## src/include/graphite_macros.svh

```systemverilog
// graphite rasterizer constants
// frame geometry, field widths and the command word layout

`ifndef GRAPHITE_MACROS_SVH
`define GRAPHITE_MACROS_SVH

// frame size in pixels, addresses are row major
`define FB_WIDTH  32
`define FB_HEIGHT 32

// signed integer coordinate width
`define CORD_W 12

// frame buffer address and pixel widths
`define ADDR_W  16
`define COLOR_W 16

// opcode field in the 32-bit command word
`define OP_POS 28
`define OP_W   4

`endif

```

## src/graphite_pkg.sv

```systemverilog
// graphite shared types
// command opcodes, controller states, coordinate and edge value types

`default_nettype none

`include "graphite_macros.svh"

package graphite_pkg;

    typedef enum logic [`OP_W-1:0] {
        OP_SET_X0    = 4'd0,
        OP_SET_Y0    = 4'd1,
        OP_SET_X1    = 4'd2,
        OP_SET_Y1    = 4'd3,
        OP_SET_X2    = 4'd4,
        OP_SET_Y2    = 4'd5,
        OP_SET_COLOR = 4'd6,
        OP_CLEAR     = 4'd7,
        OP_DRAW      = 4'd8,
        OP_SWAP      = 4'd9
    } opcode_e;

    typedef enum logic [2:0] {
        IDLE, DECODE, CLEAR, TRI_LOAD, TRI_EVAL, TRI_WAIT, TRI_WRITE, TRI_NEXT
    } ctrl_state_e;

    typedef logic signed [`CORD_W-1:0] coord_t;
    typedef logic signed [31:0] edge_t;

endpackage

`default_nettype wire

```

## src/vertex_regs.sv

```systemverilog
// vertex and color register file
// set commands write one coordinate or the fill color

`default_nettype none

`include "graphite_macros.svh"

module vertex_regs (
    input  wire logic                    clk,
    input  wire logic                    reset_i,
    input  wire logic                    reg_write_i,
    input  wire graphite_pkg::opcode_e   reg_sel_i,
    input  wire logic [15:0]             reg_data_i,
    output graphite_pkg::coord_t         x0_o,
    output graphite_pkg::coord_t         y0_o,
    output graphite_pkg::coord_t         x1_o,
    output graphite_pkg::coord_t         y1_o,
    output graphite_pkg::coord_t         x2_o,
    output graphite_pkg::coord_t         y2_o,
    output logic [`COLOR_W-1:0]          color_o
);
    import graphite_pkg::*;

    coord_t coord_in;

    // coordinates ride in the low payload bits
    assign coord_in = coord_t'(reg_data_i[`CORD_W-1:0]);

    always_ff @(posedge clk) begin
        if (reset_i) begin
            x0_o    <= '0;
            y0_o    <= '0;
            x1_o    <= '0;
            y1_o    <= '0;
            x2_o    <= '0;
            y2_o    <= '0;
            color_o <= '0;
        end else if (reg_write_i) begin
            case (reg_sel_i)
                OP_SET_X0:    x0_o <= coord_in;
                OP_SET_Y0:    y0_o <= coord_in;
                OP_SET_X1:    x1_o <= coord_in;
                OP_SET_Y1:    y1_o <= coord_in;
                OP_SET_X2:    x2_o <= coord_in;
                OP_SET_Y2:    y2_o <= coord_in;
                OP_SET_COLOR: color_o <= reg_data_i[`COLOR_W-1:0];
                // other opcodes never reach the register file
                default: ;
            endcase
        end
    end

endmodule

`default_nettype wire

```

## config.mk

```make
export PLATFORM = sky130hd
export DESIGN_NAME = vertex_regs
export DESIGN_NICKNAME = d
export VERILOG_FILES = /design/src/graphite_pkg.sv /design/src/vertex_regs.sv
export VERILOG_INCLUDE_DIRS = /design/src /design/src/include
export SDC_FILE = /design/constraint.sdc
export NUM_CORES = 1
export LEC_CHECK = 0
export BUFFER_PORTS_ARGS = -buffer_cell sky130_fd_sc_hd__buf_2
export CAP_MARGIN = 15
export CORE_AREA = 2 2 84 86
export DETAILED_ROUTE_END_ITERATION = 8
export DIE_AREA = 0 0 86 88
export PLACE_DENSITY = 0.95
export SYNTH_ARGS = -nofsm -noshare
export SYNTH_HDL_FRONTEND = slang
export SYNTH_SLANG_ARGS = --single-unit
```

## constraint.sdc

```tcl
create_clock -name clk -period 1.66 [get_ports clk]
set_input_delay 0 -clock clk [delete_from_list [all_inputs] [get_ports clk]]
set_output_delay 0 -clock clk [all_outputs]
set_load 0.03 [all_outputs]
```

==> impl_metrics.csv <==
group,metric,value,unit
cells_and_area,final_cell_mix,"buf_2 (110), nand2b_1 (100), dfxtp_1 (88)",
die,design.die.area,0.00757,mm2
synthesis,mappedNetlistNets,338,
synthesis,synth_seq_cells,88,
grt,grt_usage,0.235,
timing,final.hold.worst_slack,0.0856,ns
cells_and_area,post_route_cells_drive_above_1_share,0.320,
route,drtPass1Iterations,4,
critical_path,timing.rr.start,"color_o[14]",
critical_path,required,1.66,ns
critical_path,crit_family,"flip-flops",
route,dr_total_vias,2638,
cells_and_area,synthToLayoutAreaGrowth,23.2,%
critical_path,critical_path_buf_inv_count,1,
worst_hold_path,hold_path_startpoint,"reg_data_i[11]",
die,floorplan.rows,30,
timing,timing_worst_slew_pin_value,0.495,ns
job,maxCapViolCount,0,
synthesis,ys_warn_count,0,
outcome,outcome,"complete, no violations",
critical_path,critPathKind,"reg2out",
route,post_drt_via_cell_ratio,5.16,
critical_path,crit_path_cell_trace,"buf_2",
critical_path,worst-endpoint-arrival,0.94,ns
timing,grt_setup_unrepaired,"no",
grt,grt_pass1_vias,2541,
synthesis,postSynthAreaPerCell,11.2,um2
route,remaining_drc_errors,0,
route,wl_met1,3700,um
power_and_ir_drop,worst_ir_drop_vdd,0.000485,V
critical_path,setup.worst_path.end_class,"output pin",
placed_design,numPortBuffers,110,
timing,final-max-slew-violation-count,0,
die,dieWidth,86,um
timing,fmaxAchievable,1070,MHz
placed_design,place_congestion,0.769,
cells_and_area,final_common_cell,"buf_2",
die,chipHeight,88,um
clock_tree,clk-insertion-delay-late,0.36,ns
cells_and_area,count_of_inserted_antenna_diode_cells,0,
die,top_level_ports,111,
route,detail_route.wirelength,8600,um
critical_path,critical_path.max_stage_delay,0.37,ns
route,drt-initial-drc-count,109,
clock_tree,cts.sink_count,88,
critical_path,critPathLaunchType,"flip-flop",
clock_tree,cts_made_buffers,9,
power_and_ir_drop,power.density_cell_area,906,mW/mm2
synthesis,number_of_different_library_cells_in_the_post_synthesis_netlist,19,
critical_path,critical_path_origin,"y0_o[11]",
timing,finalHoldViolCount,0,
cells_and_area,finalNetCount,449,
placed_design,place_hpwl,5910,um
grt,pin_count_of_the_biggest_net_entering_global_routing,39,
power_and_ir_drop,power_leakage,2.36,nW
route,met2_layer_wire_length_in_the_routed_design,4130,um
grt,globalRoute.totalOverflow,0,
route,final_antenna_net_count,0,
timing,layout_worst_path_cycle_share,0.564,
clock_tree,ctsRootBufferMaster,"clkbuf_8",
clock_tree,tritoncts,"done",
synthesis,share_of_synthesized_area_occupied_by_flip_flops_and_latches,0.500,
synthesis,mappedNetlistArea,0.00352,mm2
clock_tree,postCtsSetupBuffers,0,
synthesis,post_synth_inst_count,315,
timing,setup_tns,0,ns
critical_path,critical_path.slowest_cell,"dfxtp_1",
clock_tree,cts_max_level,3,
clock_tree,cts.reportedPaths.clkPinSlew,0.08,ns
route,highest-signal-layer,"met4",
route,met3_wirelength,559,um
timing,timing.clock.skew,0,ns
timing,setup-violations-final,0,
critical_path,crit_fanout,2,
die,initial_core_util,0.530,
worst_hold_path,min-delay-path-class,"in2reg",
grt,antenna_violations_before_repair,0,
grt,grt_first_pass_wirelength,13300,um
route,routedWlPerCell,16.8,um
clock_tree,cts_resized,0,
clock_tree,clock_tree.buffer_depth,2,
timing,timing.slew.headroom,0.670,
die,core_region_area,0.00664,mm2
timing,period_minus_slack,0.937,ns
[sequential cells by signal, indices dropped and copies added, names as in the netlist]
| signal | count |
|---|---|
| color_o | 16 |
| x0_o | 12 |
| x1_o | 12 |
| x2_o | 12 |
| y0_o | 12 |
| y1_o | 12 |
| y2_o | 12 |
[metrics by stage]
step / util / instances / area, um2 / total power [mW] / setup WS [ns]
floorplan: - / 315 / 3520 / 2.40 / 0.719
global placement: 0.618 / 491 / 4100 / 2.50 / 0.518
detailed placement: 0.618 / 491 / 4100 / 2.51 / 0.468
CTS: 0.653 / 511 / 4340 / 3.95 / 0.719
global route: 0.653 / 511 / 4340 / 4.08 / 0.679
finish: 0.653 / 511 / 4340 / 3.93 / 0.723
[power by group]
| group | switching [mW] | internal [mW] |
|---|---|---|
| clock | 0.765 | 0.700 |
| sequential | 0.0147 | 2.14 |
| combinational | 0.193 | 0.124 |
[timing repair]
action | in CTS | in global routing
setup endpoints to repair | 0 | 0
hold buffers | 4 | 0
endpoints found under the hold margin | 4 | 0
[final timing paths]
check | to | slack (ns) | cells after the start
min reg2reg | x1_o[1] | 0.48 | 2
max reg2reg | color_o[14] | 1.02 | 2
max | y0_o[11] | 0.72 | 1
min | x2_o[11] | 0.09 | 3
[layer usage]
| metal | up-vias | global-route usage |
|---|---|---|
| met5 | - | 0 |
| met4 | 0 | 0.108 |
| met3 | 19 | 0.0462 |
| met2 | 95 | 0.381 |
| met1 | 1260 | 0.306 |
| li1 | 1264 | - |
[worst register-to-register path, cell delays in order, from the launching register on]
cell and delay, ns:
dfxtp_1 0.34, nand2b_1 0.07, o21ai_0 0.17
[synth_stat cells]
cell      count  area, um2
mux2i_1      84        841
nand3_4       1       17.5
nand2b_1    100        626
nand2_1       2       7.51
nor2b_1       2       12.5
and2_2        1       7.51
o21ai_0       4       20.0
buf_6         3       33.8
buf_2         2       10.0
nand4b_1      4       35.0
dfxtp_1      88       1760
nand2_2       2       12.5
nand2_4       2       22.5
nor3b_4       1       18.8
clkbuf_1     11       41.3
buf_4         4       30.0
and3b_1       1       8.76
nor2_1        1       3.75
and2_1        2       12.5
[kinds of logic (layout without fill, tap and decap cells)]
kind of cell	Yosys count	after routing	share of synthesized area
DFF	88	88	0.500
muxes	84	84	0.239
AOI/OAI and AO/OA	4	4	0.00568
buffers and inverters	20	136	0.0327
and+or+nand+nor	119	119	0.223
[area by class of cell]
cell class              instances  area [um2]
fillers                       550        2300
multi-input cells             207        1650
clock inverters                 6        70.1
flip-flops and latches         88        1760
repair buffers                120         636
well taps                      80         100
clock buffers                  10         128
Power figures use the tool's default switching activity.
