## src/include/graphite_macros.svh

```systemverilog
// graphite rasterizer constants
// frame geometry, field widths and the command word layout

`ifndef GRAPHITE_MACROS_SVH
`define GRAPHITE_MACROS_SVH

// frame size in pixels, addresses are row major
`define FB_WIDTH  32
`define FB_HEIGHT 32

// signed integer coordinate width
`define CORD_W 12

// frame buffer address and pixel widths
`define ADDR_W  16
`define COLOR_W 16

// opcode field in the 32-bit command word
`define OP_POS 28
`define OP_W   4

`endif

```

## src/graphite_pkg.sv

```systemverilog
// graphite shared types
// command opcodes, controller states, coordinate and edge value types

`default_nettype none

`include "graphite_macros.svh"

package graphite_pkg;

    typedef enum logic [`OP_W-1:0] {
        OP_SET_X0    = 4'd0,
        OP_SET_Y0    = 4'd1,
        OP_SET_X1    = 4'd2,
        OP_SET_Y1    = 4'd3,
        OP_SET_X2    = 4'd4,
        OP_SET_Y2    = 4'd5,
        OP_SET_COLOR = 4'd6,
        OP_CLEAR     = 4'd7,
        OP_DRAW      = 4'd8,
        OP_SWAP      = 4'd9
    } opcode_e;

    typedef enum logic [2:0] {
        IDLE, DECODE, CLEAR, TRI_LOAD, TRI_EVAL, TRI_WAIT, TRI_WRITE, TRI_NEXT
    } ctrl_state_e;

    typedef logic signed [`CORD_W-1:0] coord_t;
    typedef logic signed [31:0] edge_t;

endpackage

`default_nettype wire

```

## src/raster_scan.sv

```systemverilog
// bounding box and scan counter
// computes the clipped box of the triangle or the whole frame, then walks
// it row by row while keeping the frame buffer address in step

`default_nettype none

`include "graphite_macros.svh"

module raster_scan (
    input  wire logic                  clk,
    input  wire logic                  reset_i,
    input  wire logic                  load_i,
    input  wire logic                  full_frame_i,
    input  wire logic                  step_i,
    input  wire graphite_pkg::coord_t  x0_i,
    input  wire graphite_pkg::coord_t  y0_i,
    input  wire graphite_pkg::coord_t  x1_i,
    input  wire graphite_pkg::coord_t  y1_i,
    input  wire graphite_pkg::coord_t  x2_i,
    input  wire graphite_pkg::coord_t  y2_i,
    output graphite_pkg::coord_t       x_o,
    output graphite_pkg::coord_t       y_o,
    output logic [`ADDR_W-1:0]         addr_o,
    output logic                       last_o,
    output logic                       empty_o
);
    import graphite_pkg::*;

    localparam coord_t XMAX = coord_t'(`FB_WIDTH - 1);
    localparam coord_t YMAX = coord_t'(`FB_HEIGHT - 1);

    coord_t raw_min_x, raw_max_x, raw_min_y, raw_max_y;
    coord_t new_lo_x, new_hi_x, new_lo_y, new_hi_y;
    logic   new_empty;
    coord_t lo_x_q, hi_x_q, hi_y_q;

    function automatic coord_t min3(input coord_t a, input coord_t b, input coord_t c);
        coord_t m;
        m = (a < b) ? a : b;
        return (c < m) ? c : m;
    endfunction

    function automatic coord_t max3(input coord_t a, input coord_t b, input coord_t c);
        coord_t m;
        m = (a > b) ? a : b;
        return (c > m) ? c : m;
    endfunction

    // pin a value into 0..hi
    function automatic coord_t clamp(input coord_t v, input coord_t hi);
        if (v < 0)
            return coord_t'(0);
        else if (v > hi)
            return hi;
        return v;
    endfunction

    assign raw_min_x = min3(x0_i, x1_i, x2_i);
    assign raw_max_x = max3(x0_i, x1_i, x2_i);
    assign raw_min_y = min3(y0_i, y1_i, y2_i);
    assign raw_max_y = max3(y0_i, y1_i, y2_i);

    always_comb begin
        if (full_frame_i) begin
            new_lo_x  = coord_t'(0);
            new_hi_x  = XMAX;
            new_lo_y  = coord_t'(0);
            new_hi_y  = YMAX;
            new_empty = 1'b0;
        end else begin
            new_lo_x  = clamp(raw_min_x, XMAX);
            new_hi_x  = clamp(raw_max_x, XMAX);
            new_lo_y  = clamp(raw_min_y, YMAX);
            new_hi_y  = clamp(raw_max_y, YMAX);
            new_empty = (raw_max_x < 0) || (raw_min_x > XMAX) ||
                        (raw_max_y < 0) || (raw_min_y > YMAX);
        end
    end

    always_ff @(posedge clk) begin
        if (reset_i) begin
            x_o     <= '0;
            y_o     <= '0;
            addr_o  <= '0;
            lo_x_q  <= '0;
            hi_x_q  <= '0;
            hi_y_q  <= '0;
            empty_o <= 1'b0;
        end else if (load_i) begin
            x_o     <= new_lo_x;
            y_o     <= new_lo_y;
            addr_o  <= `ADDR_W'(new_lo_y) * `ADDR_W'(`FB_WIDTH) + `ADDR_W'(new_lo_x);
            lo_x_q  <= new_lo_x;
            hi_x_q  <= new_hi_x;
            hi_y_q  <= new_hi_y;
            empty_o <= new_empty;
        end else if (step_i) begin
            if (x_o == hi_x_q) begin
                // jump over the part of the row outside the box
                x_o    <= lo_x_q;
                y_o    <= y_o + coord_t'(1);
                addr_o <= addr_o + `ADDR_W'(`FB_WIDTH) - `ADDR_W'(hi_x_q) + `ADDR_W'(lo_x_q);
            end else begin
                x_o    <= x_o + coord_t'(1);
                addr_o <= addr_o + `ADDR_W'(1);
            end
        end
    end

    assign last_o = (x_o == hi_x_q) && (y_o == hi_y_q);

    // steps past the last pixel would leave the frame
    a_addr_in_frame: assert property (@(posedge clk) disable iff (reset_i)
        (load_i || step_i) |=> (empty_o || addr_o < `FB_WIDTH * `FB_HEIGHT));

endmodule

`default_nettype wire

```

## config.mk

```make
export PLATFORM = sky130hd
export DESIGN_NAME = raster_scan
export DESIGN_NICKNAME = d
export VERILOG_FILES = /design/src/graphite_pkg.sv /design/src/raster_scan.sv
export VERILOG_INCLUDE_DIRS = /design/src /design/src/include
export SDC_FILE = /design/constraint.sdc
export NUM_CORES = 1
export LEC_CHECK = 0
export BUFFER_PORTS_ARGS = -buffer_cell sky130_fd_sc_hd__buf_2
export CELL_PAD_IN_SITES_DETAIL_PLACEMENT = 0
export CELL_PAD_IN_SITES_GLOBAL_PLACEMENT = 1
export CORE_MARGIN = 2
export CORE_UTILIZATION = 35
export DETAILED_ROUTE_END_ITERATION = 10
export PLACE_DENSITY_LB_ADDON = 0.05
export SKIP_LAST_GASP = 1
export SLEW_MARGIN = 10
export SYNTH_ARGS = -nofsm -noshare
export SYNTH_HDL_FRONTEND = slang
export SYNTH_SLANG_ARGS = --single-unit
```

## constraint.sdc

```tcl
create_clock -name clk -period 6.4 [get_ports clk]
set_clock_uncertainty 0.05 [all_clocks]
set_input_delay 0.96 -clock clk [delete_from_list [all_inputs] [get_ports clk]]
set_output_delay 0.96 -clock clk [all_outputs]
set_load 0.01 [all_outputs]
```

==> metrics.cfg <==
[clock_network]
htree_levels=3
clockRootBuffer=clkbuf_16
insertion_delay_ns=0.35
cts_sinks=77
tritoncts.num_buffers=9
cts_resized=0
tritoncts=built
postCtsSetupRepairBufs=0
cts_hold_buf=0
clkTransAtPathRegs_ns=0.06
clock_path_buffers=2

[sta]
worstMarginPinSlew_ns=0.865
setup_tns_ns=0
hold_viol=0
max_freq_ghz=0.188
worst_slack_ns=1.07
rsz0062_at_grt=no
slew_headroom=0.424
setup_viol=0
min_period_ns=5.33
slew_viol_final=0
min_period_over_period=0.833
holdWs_ns=0.431

[setup_path]
cp.required_ns=6.63
critPathCaptureType=flip-flop
cp.arrival_ns=5.56
cp_slowest_stage_delay_ns=0.45
critPathLaunchType=input port
worstPathCellList=buf_2 > inv_1 > ha_1 > and3_1 > and3_1 > a221oi_2 > a21oi_2 > buf_4 > mux2i_1 > ha_1 > nand4_1 > nor2_1 > a211o_1 > or3_1 > nor2_1 > a211oi_4 > or3_1 > a21oi_1 > ha_1 > nor2_1 > or3_1 > a21oi_1
critical_path.max_fanout=16
crit_slowest_cell=a21oi_2
setup.worst_path.class=input port to flip-flop

[synth]
seq_area_frac_synth=0.185
synth_top_area_frac=0.185
ys.flop_type=dfxtp_1
synth_cells=1051
synthesis.area_um2=8330
synthArstFlopShare=0
synth.most_common_cell=ha_1
ys_ff_latch=77
synthTopCellsByArea=dfxtp_1, ha_1, mux2i_1
yosys_warnings=0
synth_cell_types=76
synth_area_leader_cell=dfxtp_1
syn_area_per_cell_um2=7.93
synth_commonest_cells=ha_1, inv_1, nor2_1, dfxtp_1, a21oi_1
synth_enable_flop_cells=0

[power]
leakagePower_nw=4.52
p_sw_frac=0.397
pwr-share-comb=0.474
p_total_mw=2.04
clock_power_share=0.255
p_int_mw=1.23
max-vdd-ir-drop_mv=0.172
power.switching_uw=809
p_per_area_nw_per_um2=212
pwr-share-seq=0.271

[global_route]
antenna_found_initial=1
grt_pass1_vias=7627
track_usage=0.199
grt_pass1_wl_mm=39.5
grt_max_degree=45
overflow=0

[die]
rows=56
io_pins=119
fp.dieW_um=158
core_um2=23400
initial_utilization=0.356
die-height_um=158
dieArea_um2=25100

[finish]
stdcell_count=1492
final_nets=1374
layout-area-overhead-vs-synth_pct=15.2
drive_above_1_share=0.154
ff_latch_area_um2=1540
multi_input_area_um2=6280
fillCellCount=2535

[placed_design]
portBuffers=118
post-place-ws_ns=0.759
dp_cells=1476
dpl.hpwl_mm=19.6
gp_congestion=0.863

[drt]
firstDrtPassIters=5
wl_mm=24.5
drtIter0Drc=277
drc=0
vias=7709
viasPerCell=5.17
ant_nets=0
drt-wirelength-per-cell_um=16.4

[status]
status=completed

[run]
cap_violations=0

[hold_path]
hold_path.class=flip-flop to flip-flop

cells by family (layout without fill, tap and decap cells):
| kind of cell | after synthesis | count (layout) | share of synthesized area |
|---|---|---|---|
| AO/OA/AOI/OAI | 261 | 261 | 0.210 |
| adder cells (fa/ha/maj) | 129 | 129 | 0.208 |
| other | 2 | 17 | 0.000901 |
| XOR/XNOR | 51 | 51 | 0.0536 |
| buffers and inverters | 149 | 256 | 0.0694 |
| multiplexers | 66 | 66 | 0.0812 |
| AND/OR/NAND/NOR | 316 | 316 | 0.192 |
| flip-flops | 77 | 77 | 0.185 |
stage by stage:
step | instance area, um2 | util
floorplan | 8390 | -
global placement | 9310 | 0.398
detailed placement | 9310 | 0.398
CTS | 9600 | 0.410
global route | 9600 | 0.410
finish | 9600 | 0.410
registers in the layout, indices dropped and copies added, names as in the netlist:
name	count
addr_o	16
empty_o	1
hi_x_q	12
hi_y_q	12
lo_x_q	12
x_o	12
y_o	12
final cells by class:
type,count,share of cell area
Clock buffer,9,0.0235
Tap cell,319,0.0416
Timing Repair Buffer,128,0.0693
Sequential cell,77,0.161
Multi-Input combinational cell,839,0.654
Antenna cell,1,0.000261
Inverter,113,0.0442
Clock inverter,6,0.00665
power by group through the flow:
stage          sequential, mW  combinational [mW]  clock, mW
2_1_floorplan           0.557               0.716          0
3_3_place_gp            0.563               0.963          0
3_5_place_dp            0.563               0.960          0
4_1_cts                 0.552               0.969      0.536
5_1_grt                 0.557                1.10      0.554
6_report                0.552               0.965      0.519
worst max-delay path, delay by kind of cell:
family          cells  cell delay (ns)
compound gates      6             1.27
buf+inv             3             0.43
simple gates        9             1.86
mux                 1             0.24
fa+ha+maj           3             0.78
per-layer routing:
metal,vias up,share of wire,track usage
met5,-,0,0
met4,0,0.011,0.0468
met3,16,0.036,0.0289
met2,120,0.46,0.333
met1,3577,0.49,0.271
li1,3996,-,-
placed cells by master (no fill, tap or decap), types with 10 or more instances in the layout:
master and n:
a211oi_1 14, a21o_1 15, a21oi_1 73, and2_1 17, and3_1 12, buf_2 118
buf_4 10, conb_1 16, dfxtp_1 77, fa_1 16, ha_1 113, inv_1 112
mux2i_1 56, nand2_1 68, nand2b_1 10, nand3_1 24, nand4_1 18, nor2_1 86
nor3_1 20, nor4_1 11, o211ai_1 14, o21ai_0 45, o22ai_1 17, or3_1 12
xnor2_1 33, xor2_1 18
path summary, 6_finish.rpt:
path	startpoint	end	slack [ns]	cells after the start
max	y1_i[9]	addr_o[9]	1.07	22
min	hi_y_q[8]	hi_y_q[8]	0.43	1
max reg2reg	addr_o[1]	addr_o[13]	2.08	14
min reg2reg	hi_y_q[8]	hi_y_q[8]	0.43	1
Power figures use the tool's default switching activity.
