[config.mk]
export PLATFORM = sky130hd
export DESIGN_NAME = raster_ctrl
export DESIGN_NICKNAME = d
export VERILOG_FILES = /design/src/graphite_pkg.sv /design/src/raster_ctrl.sv
export VERILOG_INCLUDE_DIRS = /design/src /design/src/include
export SDC_FILE = /design/constraint.sdc
export NUM_CORES = 1
export LEC_CHECK = 0
export BUFFER_PORTS_ARGS = -buffer_cell sky130_fd_sc_hd__buf_2
export CELL_PAD_IN_SITES_DETAIL_PLACEMENT = 0
export CELL_PAD_IN_SITES_GLOBAL_PLACEMENT = 1
export CORE_MARGIN = 4
export CORE_UTILIZATION = 25
export DETAILED_ROUTE_END_ITERATION = 12
export PLACE_DENSITY = 0.88
export SLEW_MARGIN = 20
export SYNTH_ARGS = -nofsm -noshare
export SYNTH_HDL_FRONTEND = slang
export SYNTH_SLANG_ARGS = --single-unit
[constraint.sdc]
create_clock -name clk -period 3.84 [get_ports clk]
set_clock_uncertainty 0.1 [all_clocks]
set_input_delay 0.192 -clock clk [delete_from_list [all_inputs] [get_ports clk]]
set_output_delay 0.192 -clock clk [all_outputs]
set_load 0.05 [all_outputs]
[src/include/graphite_macros.svh]
// graphite rasterizer constants
// frame geometry, field widths and the command word layout

`ifndef GRAPHITE_MACROS_SVH
`define GRAPHITE_MACROS_SVH

// frame size in pixels, addresses are row major
`define FB_WIDTH  32
`define FB_HEIGHT 32

// signed integer coordinate width
`define CORD_W 12

// frame buffer address and pixel widths
`define ADDR_W  16
`define COLOR_W 16

// opcode field in the 32-bit command word
`define OP_POS 28
`define OP_W   4

`endif

[src/graphite_pkg.sv]
// graphite shared types
// command opcodes, controller states, coordinate and edge value types

`default_nettype none

`include "graphite_macros.svh"

package graphite_pkg;

    typedef enum logic [`OP_W-1:0] {
        OP_SET_X0    = 4'd0,
        OP_SET_Y0    = 4'd1,
        OP_SET_X1    = 4'd2,
        OP_SET_Y1    = 4'd3,
        OP_SET_X2    = 4'd4,
        OP_SET_Y2    = 4'd5,
        OP_SET_COLOR = 4'd6,
        OP_CLEAR     = 4'd7,
        OP_DRAW      = 4'd8,
        OP_SWAP      = 4'd9
    } opcode_e;

    typedef enum logic [2:0] {
        IDLE, DECODE, CLEAR, TRI_LOAD, TRI_EVAL, TRI_WAIT, TRI_WRITE, TRI_NEXT
    } ctrl_state_e;

    typedef logic signed [`CORD_W-1:0] coord_t;
    typedef logic signed [31:0] edge_t;

endpackage

`default_nettype wire

[src/raster_ctrl.sv]
// command controller
// accepts commands, updates the register file, runs clears and triangle
// fills and drives the frame buffer write port

`default_nettype none

`include "graphite_macros.svh"

module raster_ctrl (
    input  wire logic                  clk,
    input  wire logic                  reset_i,
    input  wire logic                  cmd_valid_i,
    output logic                       cmd_ready_o,
    input  wire logic [31:0]           cmd_data_i,
    output logic                       reg_write_o,
    output graphite_pkg::opcode_e      reg_sel_o,
    output logic [15:0]                reg_data_o,
    output logic                       scan_load_o,
    output logic                       full_frame_o,
    output logic                       scan_step_o,
    input  wire logic                  last_i,
    input  wire logic                  empty_i,
    output logic                       eval_start_o,
    input  wire logic                  eval_done_i,
    input  wire logic                  inside_i,
    input  wire logic [`COLOR_W-1:0]   color_i,
    input  wire logic [`ADDR_W-1:0]    addr_i,
    output logic                       vram_wr_o,
    output logic [`ADDR_W-1:0]         vram_addr_o,
    output logic [`COLOR_W-1:0]        vram_data_o,
    output logic                       swap_o
);
    import graphite_pkg::*;

    ctrl_state_e state;
    opcode_e     cmd_op;
    opcode_e     op_q;
    logic [15:0] data_q;
    logic        accept;

    assign cmd_op      = opcode_e'(cmd_data_i[`OP_POS +: `OP_W]);
    assign cmd_ready_o = (state == IDLE);
    assign accept      = cmd_valid_i && cmd_ready_o;

    // latched command drives the register file for one cycle
    assign reg_sel_o  = op_q;
    assign reg_data_o = data_q;

    assign scan_load_o  = (state == DECODE) && (op_q == OP_CLEAR || op_q == OP_DRAW);
    assign full_frame_o = (op_q == OP_CLEAR);

    // never step beyond the last pixel of the box
    assign scan_step_o  = (state == CLEAR || state == TRI_NEXT) && !last_i;
    assign eval_start_o = (state == TRI_EVAL);

    // the memory takes a write every cycle, so the port follows the scanner
    assign vram_wr_o   = (state == CLEAR) || (state == TRI_WRITE);
    assign vram_addr_o = addr_i;
    assign vram_data_o = color_i;

    always_ff @(posedge clk) begin
        if (accept) begin
            op_q   <= cmd_op;
            data_q <= cmd_data_i[15:0];
        end
    end

    always_ff @(posedge clk) begin
        if (reset_i) begin
            state       <= IDLE;
            reg_write_o <= 1'b0;
            swap_o      <= 1'b0;
        end else begin
            // set opcodes occupy the low end of the code space
            reg_write_o <= accept && (cmd_op <= OP_SET_COLOR);
            swap_o      <= accept && (cmd_op == OP_SWAP);

            case (state)
                IDLE: begin
                    if (accept)
                        state <= DECODE;
                end
                DECODE: begin
                    case (op_q)
                        OP_CLEAR: state <= CLEAR;
                        OP_DRAW:  state <= TRI_LOAD;
                        default:  state <= IDLE;
                    endcase
                end
                CLEAR: begin
                    if (last_i)
                        state <= IDLE;
                end
                TRI_LOAD: begin
                    // box is ready, nothing to do when it misses the frame
                    if (empty_i)
                        state <= IDLE;
                    else
                        state <= TRI_EVAL;
                end
                TRI_EVAL: begin
                    state <= TRI_WAIT;
                end
                TRI_WAIT: begin
                    if (eval_done_i)
                        state <= inside_i ? TRI_WRITE : TRI_NEXT;
                end
                TRI_WRITE: begin
                    state <= TRI_NEXT;
                end
                TRI_NEXT: begin
                    if (last_i)
                        state <= IDLE;
                    else
                        state <= TRI_EVAL;
                end
                default: begin
                    state <= IDLE;
                end
            endcase
        end
    end

    // the evaluator only reports while the FSM waits for its verdict
    a_done_in_wait: assert property (@(posedge clk) disable iff (reset_i)
        eval_done_i |-> (state == TRI_WAIT));

endmodule

`default_nettype wire

==> metrics.txt, run 1 <==
status finished clean; critical path type register to register; drt total wl 2398 um; total grt overflow 0; Setup Total Neg Slack 0 ps; Post-DP HPWL ~1800 um; Syn Area/Cell about 13 um^2; Inserted Clock Buffers 3; Setup crit start kind register; Syn Inst Count between 90 and 100; IO Pins 131; leak pwr 0.6175 nW; Max-slew headroom a little over two fifths; vias per cell between 4 and 5; routing usage on met2 between 10% and 20%; final hold vios 0; ys async rst share 0%; RSZ-0062 raised after global routing false; maximum vdd drop ~0.13 mV; clk buf depth 2; highest clock rate 520.7 MHz; PnR worst setup slack 1919 ps; vias in the first global route approximately 800; CTS root buffer clkbuf_8; core area 4692 um^2; Final setup viols 0; worst-margin pin slew approximately 850 ps; num rows 25; Int Power 0.4260 mW; DRT iter0 DRCs 9; Yosys cell types 26; Post-synth EDFFs 20; initial antenna violation count 0; Buffers on Ports 54; WL per Instance 12.89 um; first-pass GRT wire length ~3700 um; Die Width between 70 and 80 um; Logic pwr share a little over a fifth; DR pass1 iterations 2; Clock power frac approximately a quarter; sequential fraction of design power a little over half; Area after DPL roughly 1300 um^2; largest cells by area after synthesis edfxtp_1 (50%), buf_4 (21%), dfxtp_1 (8.3%); Post-synth top cells buf_4 (34), edfxtp_1 (20), nor2_1 (7), dfxtp_1 (5), nand2b_1 (3); DP Worst Slack about 1900 ps; clk_lat worst skew 260 ps; fill cell count about 490; fin crit period slightly below 2000 ps; pwr/cell area 400.6 nW/um^2; met1 Use GR 7.832%; sequential cell area fraction in the yosys report between 50% and 60%; share of cells above drive strength 1 about 46%; CTS Sinks 25; final instance area 1485 um^2; Reg clk slew, reported paths roughly 80 ps; final design utilization a little under a third; Critical Path Fanout Max 20; Final period util roughly 50%; dominant cell type by area after synthesis edfxtp_1; gpl congestion roughly 0.72; DIE AREA about 6000 um^2; cell with the most instances after synthesis buf_4; Nets slightly above 200; Worst Setup End Kind register; chip height 77.53 um; Non-Filler Instances approximately 190; Inserted Diodes 0; Most used DFF post-synth edfxtp_1; cell count after placement ~170; DR vias 760; yosys warns 0; critical path data arrival time approximately 1700 ps; area share of the largest cell type after synthesis 49.69%; post-cts gate resize count 0; Clock H-tree levels 1; ANT nets after route 0; Max-Cap Viols 0; CTS tree yes; total track usage about 7.6%; CP required around 3600 ps; syn_nets 164; grt peak-use layer met2; DRC violations left 0; Netlist Area Pre-Place about 1200 um^2; sw frac between 20% and 30%; Initial Util between 20% and 30%; P&R area growth vs syn 22.88%; largest net degree at the start of global routing 21; Pins Over Slew Limit 0; Worst Hold Class primary input to register; FF+latch count, synth 25; GR Util met3 around 3.7%; P_sw around 0.17 mW
[critical path: stages, from the launching register on]
cell	delay [ps]
dfxtp_1	450
nor3_4	280
and2_1	720
[metrics by stage]
| stage | total power, mW | hold WS [ps] |
|---|---|---|
| floorplan | 0.4969 | 159.9 |
| global placement | 0.4385 | 269.2 |
| detailed placement | 0.4407 | 270.4 |
| CTS | 0.6069 | 0.2438 |
| global route | 0.6283 | 11.74 |
| finish | 0.5949 | 26.58 |
[what timing repair did]
| action | 4_1_cts | 5_1_grt |
|---|---|---|
| hold buffers | 13 | 3 |
| setup buffers | 0 | 0 |
| hold endpoints to repair | 13 | 3 |
[cell families after synthesis]
kind of cell | count (synthesis) | synth area share (%)
compound gates | 7 | 4.762
xor+xnor | 1 | 0.7248
buf+inv | 35 | 22.05
flops | 25 | 57.97
mux | 1 | 0.8282
simple gates | 24 | 13.66
[path summary, 6_finish.rpt]
| check | startpoint | end | slack (ps) | cells after the start |
|---|---|---|---|---|
| min reg2reg | state[0]$_SDFFE_PP0P_ | state[1]$_SDFFE_PP0P_ | 620 | 2 |
| max reg2reg | state[0]$_SDFFE_PP0P_ | reg_data_o[11]$_DFFE_PP_ | 1920 | 2 |
| min | cmd_data_i[31] | reg_write_o$_SDFF_PP0_ | 30 | 2 |
| max | state[0]$_SDFFE_PP0P_ | reg_data_o[11]$_DFFE_PP_ | 1920 | 2 |
[cell usage in the layout (no fill, tap or decap), types with 2 or more instances in the layout]
master         Yosys  routed
buf_2              0      54
edfxtp_1          20      20
dlygate4sd3_1      0      16
nor2_1             7       7
dfxtp_1            5       5
nand2b_1           3       3
clkbuf_8           0       3
nor3b_1            2       2
nor2b_1            2       2
a21oi_1            2       2
[registers in the layout, indices dropped and copies added, names as in the netlist]
name,count
reg_sel_o,4
reg_data_o,16
state,3
swap_o,1
reg_write_o,1
[power groups by stage]
stage	clock [mW]	combinational (mW)	sequential (mW)
6_report	0.149	0.124	0.322
5_1_grt	0.173	0.131	0.324
4_1_cts	0.162	0.123	0.322
3_5_place_dp	0	0.113	0.328
3_3_place_gp	0	0.111	0.327
2_1_floorplan	0	0.120	0.377
[final cells by class]
type                    instances  area (um^2)  share of cell area [%]
flip-flops and latches         25        700.7                   47.18
repair buffers                 70        430.4                   28.98
multi-input cells              33        241.5                   16.26
well taps                      54        67.56                   4.549
clock buffers                   4        45.04                   3.033
[metal layers]
metal  up-vias  part of all wire [%]
met3         4                   9.7
met2        36                    53
met4         0                  0.25
met5         -                     0
met1       346                    37
li1        374                     -
(Power assumes the default switching activity.)
==> run 2, diff against run 1 <==
--- a/config.mk
+++ b/config.mk
@@ -6,13 +6,14 @@
 export SDC_FILE = /design/constraint.sdc
 export NUM_CORES = 1
 export LEC_CHECK = 0
+export ABC_AREA = 1
 export BUFFER_PORTS_ARGS = -buffer_cell sky130_fd_sc_hd__buf_2
 export CELL_PAD_IN_SITES_DETAIL_PLACEMENT = 0
 export CELL_PAD_IN_SITES_GLOBAL_PLACEMENT = 1
 export CORE_MARGIN = 4
-export CORE_UTILIZATION = 25
+export CORE_UTILIZATION = 23
 export DETAILED_ROUTE_END_ITERATION = 12
-export PLACE_DENSITY = 0.88
+export PLACE_DENSITY = 0.81
 export SLEW_MARGIN = 20
 export SYNTH_ARGS = -nofsm -noshare
 export SYNTH_HDL_FRONTEND = slang
==> constraint.sdc (replaced) <==
create_clock -name clk -period 1.8 [get_ports clk]
set_clock_uncertainty 0.1 [all_clocks]
set_input_delay 0.09 -clock clk [delete_from_list [all_inputs] [get_ports clk]]
set_output_delay 0.09 -clock clk [all_outputs]
set_load 0.05 [all_outputs]
==> run 2 against run 1 <==
  * Sequential cell count stayed put
  * Die area increased by 14%
  * First-iteration DRC count rose to 2.8 times the previous value
  * Combinational power grew to 4.4 times the previous value
  * Global-route usage grew 0.72 points
  * Largest cell class unchanged
==> metrics.txt, run 2 <==
ys async rst share 0%; Sequential Area 701.9 um^2; first-pass GRT wire length about 4300 um; pwr/cell area between 900 and 1000 nW/um^2; max reg flops 16; DRT iter0 DRCs 25; vias in the first global route around 900; CTS tree yes; Die Width 82.71 um; ANT nets after route 0; clk_lat worst skew between 200 and 300 ps; DRC violations left 0; Worst Setup End Kind output pin; highest clock rate 615.2 MHz; maximum vdd drop ~0.3 mV; largest cells by area after synthesis edfxtp_1 (47%), buf_4 (19%), dfxtp_1 (7.8%); Setup crit start kind register; Most used DFF post-synth edfxtp_1; Worst Hold Class primary input to register; Nets between 200 and 250; yosys warns 0; Max-slew headroom roughly three quarters; Syn Inst Count 120; final hold vios 0; drt total wl about 2700 um; Setup Total Neg Slack 0 ps; dominant cell type by area after synthesis edfxtp_1; fin crit period roughly 1600 ps; Final period util between 90 and 100%; Netlist Area Pre-Place approximately 1300 um^2; Initial Util 24.36%; critical path data arrival time 1440 ps; cell with the most instances after synthesis buf_4; Syn Area/Cell 10.70 um^2; critical path's largest stage delay between 500 and 600 ps; commonest non-fill, non-tap cell in the layout buf_2; DR vias about 890; FF+latch count, synth 25; DIE AREA ~6800 um^2; CP required 1610 ps; Critical Path Fanout Max 9; Reg clk slew, reported paths around 80 ps; IO Pins between 100 and 150; final design utilization a little under a third; Pins Over Slew Limit 0; total grt overflow 0; DR pass1 iterations 4; slowest stage cell on the critical path dfxtp_1; P&R area growth vs syn 29.34%; commonest cells after routing, fill and taps aside buf_2 (54), dlygate4sd3_1 (21), edfxtp_1 (20); status finished clean; share of cells above drive strength 1 a little under half; CP cell instances nand2_1 -> o31ai_2 -> buf_2; Hold Slack roughly 5.5 ps; clk buf depth 2; vias per cell ~3.8; core area roughly 5300 um^2; Max-Cap Viols 0; Post-synth EDFFs 20; WL per Instance 11.35 um; Yosys cell types 23; Inserted Clock Buffers 3; fill cell count between 500 and 600; Inserted Diodes 0; CTS root buffer clkbuf_8; area share of the largest cell type after synthesis 46.78%; Clock H-tree levels 1; Final setup viols 0; Post-synth top cells buf_4 (32), edfxtp_1 (20), nand2_1 (12), inv_1 (10), nor2_1 (10); syn_nets about 190; critical path type register to output pin; largest net degree at the start of global routing 22; Post-DP HPWL roughly 2000 um; worst-margin pin slew 382.0 ps; gpl congestion 0.7587; total track usage under 10%; initial antenna violation count 0; chip height slightly above 80 um; area of the multi-input gates roughly 270 um^2; sequential cell area fraction in the yosys report a little over half; RSZ-0062 raised after global routing false; Buffers on Ports 54; CTS Sinks 25; leak pwr between 0.7 and 0.8 nW; num rows 26
==> run 2: cells by family after synthesis <==
kind of cell / count (synthesis) / synth area share [%]
flops: 25 / 54.58
simple gates: 43 / 17.84
buf+inv: 48 / 25.44
compound gates: 4 / 2.145
==> run 2: cell type report <==
cell class / instances / share of cell area [%]
timing repair buffer: 76 / 30.14
multi-input combinational: 47 / 16.20
tap: 70 / 5.275
clock buffer: 3 / 2.487
inverter: 14 / 3.316
clock inverter: 1 / 0.3014
sequential: 25 / 42.28
==> run 2: path summary, 6_finish.rpt <==
kind,cells past startpoint,slack [ps],to,from
max,3,170,scan_step_o,state[0]$_SDFFE_PP0P_
min,3,6,swap_o$_SDFF_PP0_,cmd_valid_i
max reg2reg,6,400,reg_data_o[10]$_DFFE_PP_,state[0]$_SDFFE_PP0P_
min reg2reg,3,590,swap_o$_SDFF_PP0_,state[2]$_SDFFE_PP0P_
==> run 2: power by group <==
group          internal (mW)  switching [mW]
sequential             0.704          0.0404
combinational          0.157           0.391
clock                  0.155           0.173
==> run 2: what timing repair did <==
action                                  in CTS  in global routing
hold endpoints to repair                    23                  0
endpoints found under the setup margin       0                  1
hold buffers                                21                  0
gates resized for setup                      0                  1
buffers inserted                             0                  0
==> run 2: critical path: cells and delay by family (launching register included) <==
family	cells	cell delay [ps]
AO/OA/AOI/OAI	1	180
AND/OR/NAND/NOR	1	140
flip-flops	1	560
buffers and inverters	1	290
==> run 2: routing by layer <==
metal  part of all wire [%]  GRT usage [%]  up-vias
met5                      0              0        -
met4                  0.075          4.085        0
met3                    7.0          2.278        2
met2                     53          14.50       26
met1                     40          9.315      417
li1                       -              -      448
==> run 2: through the flow <==
stage	std cells	cell area, um^2	power, mW	setup WS [ps]
2_1_floorplan	120	1296	1.338	0.6735
3_3_place_gp	211	1403	1.273	389.9
6_report	236	1660	1.620	174.5
4_1_cts	236	1659	1.654	111.7
3_5_place_dp	211	1403	1.279	388.4
5_1_grt	236	1660	1.712	22.43
==> run 3, diff against run 2 <==
--- a/config.mk
+++ b/config.mk
@@ -10,6 +10,7 @@
 export BUFFER_PORTS_ARGS = -buffer_cell sky130_fd_sc_hd__buf_2
 export CELL_PAD_IN_SITES_DETAIL_PLACEMENT = 0
 export CELL_PAD_IN_SITES_GLOBAL_PLACEMENT = 1
+export CORE_ASPECT_RATIO = 1.5
 export CORE_MARGIN = 4
 export CORE_UTILIZATION = 23
 export DETAILED_ROUTE_END_ITERATION = 12
==> run 3 against run 2 <==
  * Die area increased by 0.36%
  * Wire length is 0.45% lower
  * Largest power group unchanged
  * Sequential power is 2% lower
  * Power shrank 0.95%
  * First-iteration DRC count up 40%
  * Utilization fell by 0.90 points
  * Global-route usage down 0.53 points
  * Via count shrank 0.45%
  * Critical path type is now register to register
  * Setup slack improved by 30 ps
  * Worst hold slack improved by 74 ps
==> metrics.txt, run 3 (same netlist as run 2, synthesis figures left out) <==
status finished clean; DR vias just under 900; fin crit period between 1500 and 2000 ps; commonest cells after routing, fill and taps aside buf_2 (54), dlygate4sd3_1 (23), edfxtp_1 (20); critical path data arrival time 1700 ps; RR Startpoint state[0]$_SDFFE_PP0P_; Setup Total Neg Slack 0 ps; slowest stage cell on the critical path dlygate4sd3_1; Inserted Clock Buffers 3; vias per cell between 3 and 4; clk buf depth 2; hold worst-path end vram_addr_o[15]; Pins Over Slew Limit 0; Final setup viols 0; DIE AREA roughly 6900 um^2; Die Width between 60 and 70 um; WL per Instance between 10 and 15 um; drt total wl 2666 um; Post-DP HPWL 2045 um; pwr/cell area approximately 960 nW/um^2; leak pwr 0.7597 nW; core area 5450 um^2; Final period util around 89%; first-pass GRT wire length between 4000 and 5000 um; Initial Util approximately a quarter; gpl congestion ~0.77; final hold vios 0; R2R depth 6; CP required ~1900 ps; hold path startpoint addr_i[15]; hold path cells 0; total track usage 7.800%; critical path's largest stage delay around 540 ps; chip height between 90 and 100 um; initial antenna violation count 0; DRT iter0 DRCs 35; Inserted Diodes 0; Clock H-tree levels 1; CTS root buffer clkbuf_8; FF-to-FF End state[2]$_SDFFE_PP0P_; DR pass1 iterations 4; total grt overflow 0; Reg clk slew, reported paths 80 ps; DRC violations left 0; largest net degree at the start of global routing 22; Max-slew headroom between 70 and 80%; critical path type register to register; CTS tree yes; max reg flops 16; clk_lat worst skew ~260 ps; share of cells above drive strength 1 between 40% and 50%; Critical Path Fanout Max 8; Max-Cap Viols 0; Buffers on Ports 54; CP cell instances buf_4 -> nand2_1 -> nor3_1 -> nor2_1 -> nor2_1 -> dlygate4sd3_1; Setup crit start kind register; maximum vdd drop 0.3116 mV; Most common cell on crit path nor2_1; Reg2Reg Setup Slack approximately 200 ps; Worst Setup End Kind register; CTS Sinks 25; P&R area growth vs syn 29.92%; Hold Slack approximately 80 ps; Nets 240; ANT nets after route 0; num rows 33; worst-margin pin slew between 400 and 500 ps; Worst Hold Class primary input to output pin; RSZ-0062 raised after global routing false; commonest non-fill, non-tap cell in the layout buf_2; IO Pins between 100 and 150; final design utilization a little over 30%; vias in the first global route between 800 and 900; highest clock rate roughly 630 MHz
run 3: report_power, final:
part	total, mW	leakage, nW	switching (mW)	internal (mW)
logic	0.550	0.503	0.400	0.149
registers	0.732	0.231	0.0268	0.705
clock network	0.323	0.0255	0.169	0.154
run 3: cell type report:
class / instances / area (um^2)
Clock buffer: 3 / 41.29
Clock inverter: 1 / 5.005
Fill cell: 594 / 3782
Inverter: 14 / 55.05
Multi-Input combinational cell: 47 / 269.0
Sequential cell: 25 / 701.9
Tap cell: 70 / 87.58
Timing Repair Buffer: 78 / 508.0
run 3: how the worst max path moves through the flow:
stage	startpoint	endpoint	slack, ps	cells past startpoint
floorplan	reg_sel_o[1]$_DFFE_PP_	scan_load_o	0.7	4
global placement	state[1]$_SDFFE_PP0P_	reg_data_o[6]$_DFFE_PP_	280	5
detailed placement	state[1]$_SDFFE_PP0P_	reg_data_o[6]$_DFFE_PP_	240	5
CTS	state[2]$_SDFFE_PP0P_	scan_step_o	110	3
global route	state[0]$_SDFFE_PP0P_	state[2]$_SDFFE_PP0P_	90	6
finish	state[0]$_SDFFE_PP0P_	state[2]$_SDFFE_PP0P_	200	6
run 3: worst max-delay path, delay by kind of cell, from the launching register on:
kind / cells / cell delay, ps
buf+inv: 2 / 710
simple gates: 4 / 370
flops: 1 / 350
run 3: per-layer routing:
metal / up-vias / GRT usage [%] / routed length [um]
met5: - / 0 / 0
met4: 0 / 5.564 / 79
met3: 14 / 2.123 / 240
met2: 44 / 13.31 / 1377
met1: 378 / 8.217 / 969
li1: 453 / - / -
run 3: what timing repair did:
item,in CTS,in global routing
setup buffers,0,0
setup endpoints to repair,0,1
gates resized for setup,0,1
hold endpoints to repair,23,0
hold buffers,23,0
run 3: stage by stage:
step / setup WS, ps / power [mW] / std cells / area [um^2]
after global placement: 280.0 / 1.256 / 211 / 1390
after floorplan: 0.6735 / 1.338 / 120 / 1296
after CTS: 111.0 / 1.630 / 238 / 1667
after detailed placement: 236.8 / 1.266 / 211 / 1390
after global routing: 91.27 / 1.688 / 238 / 1668
final: 204.3 / 1.605 / 238 / 1668
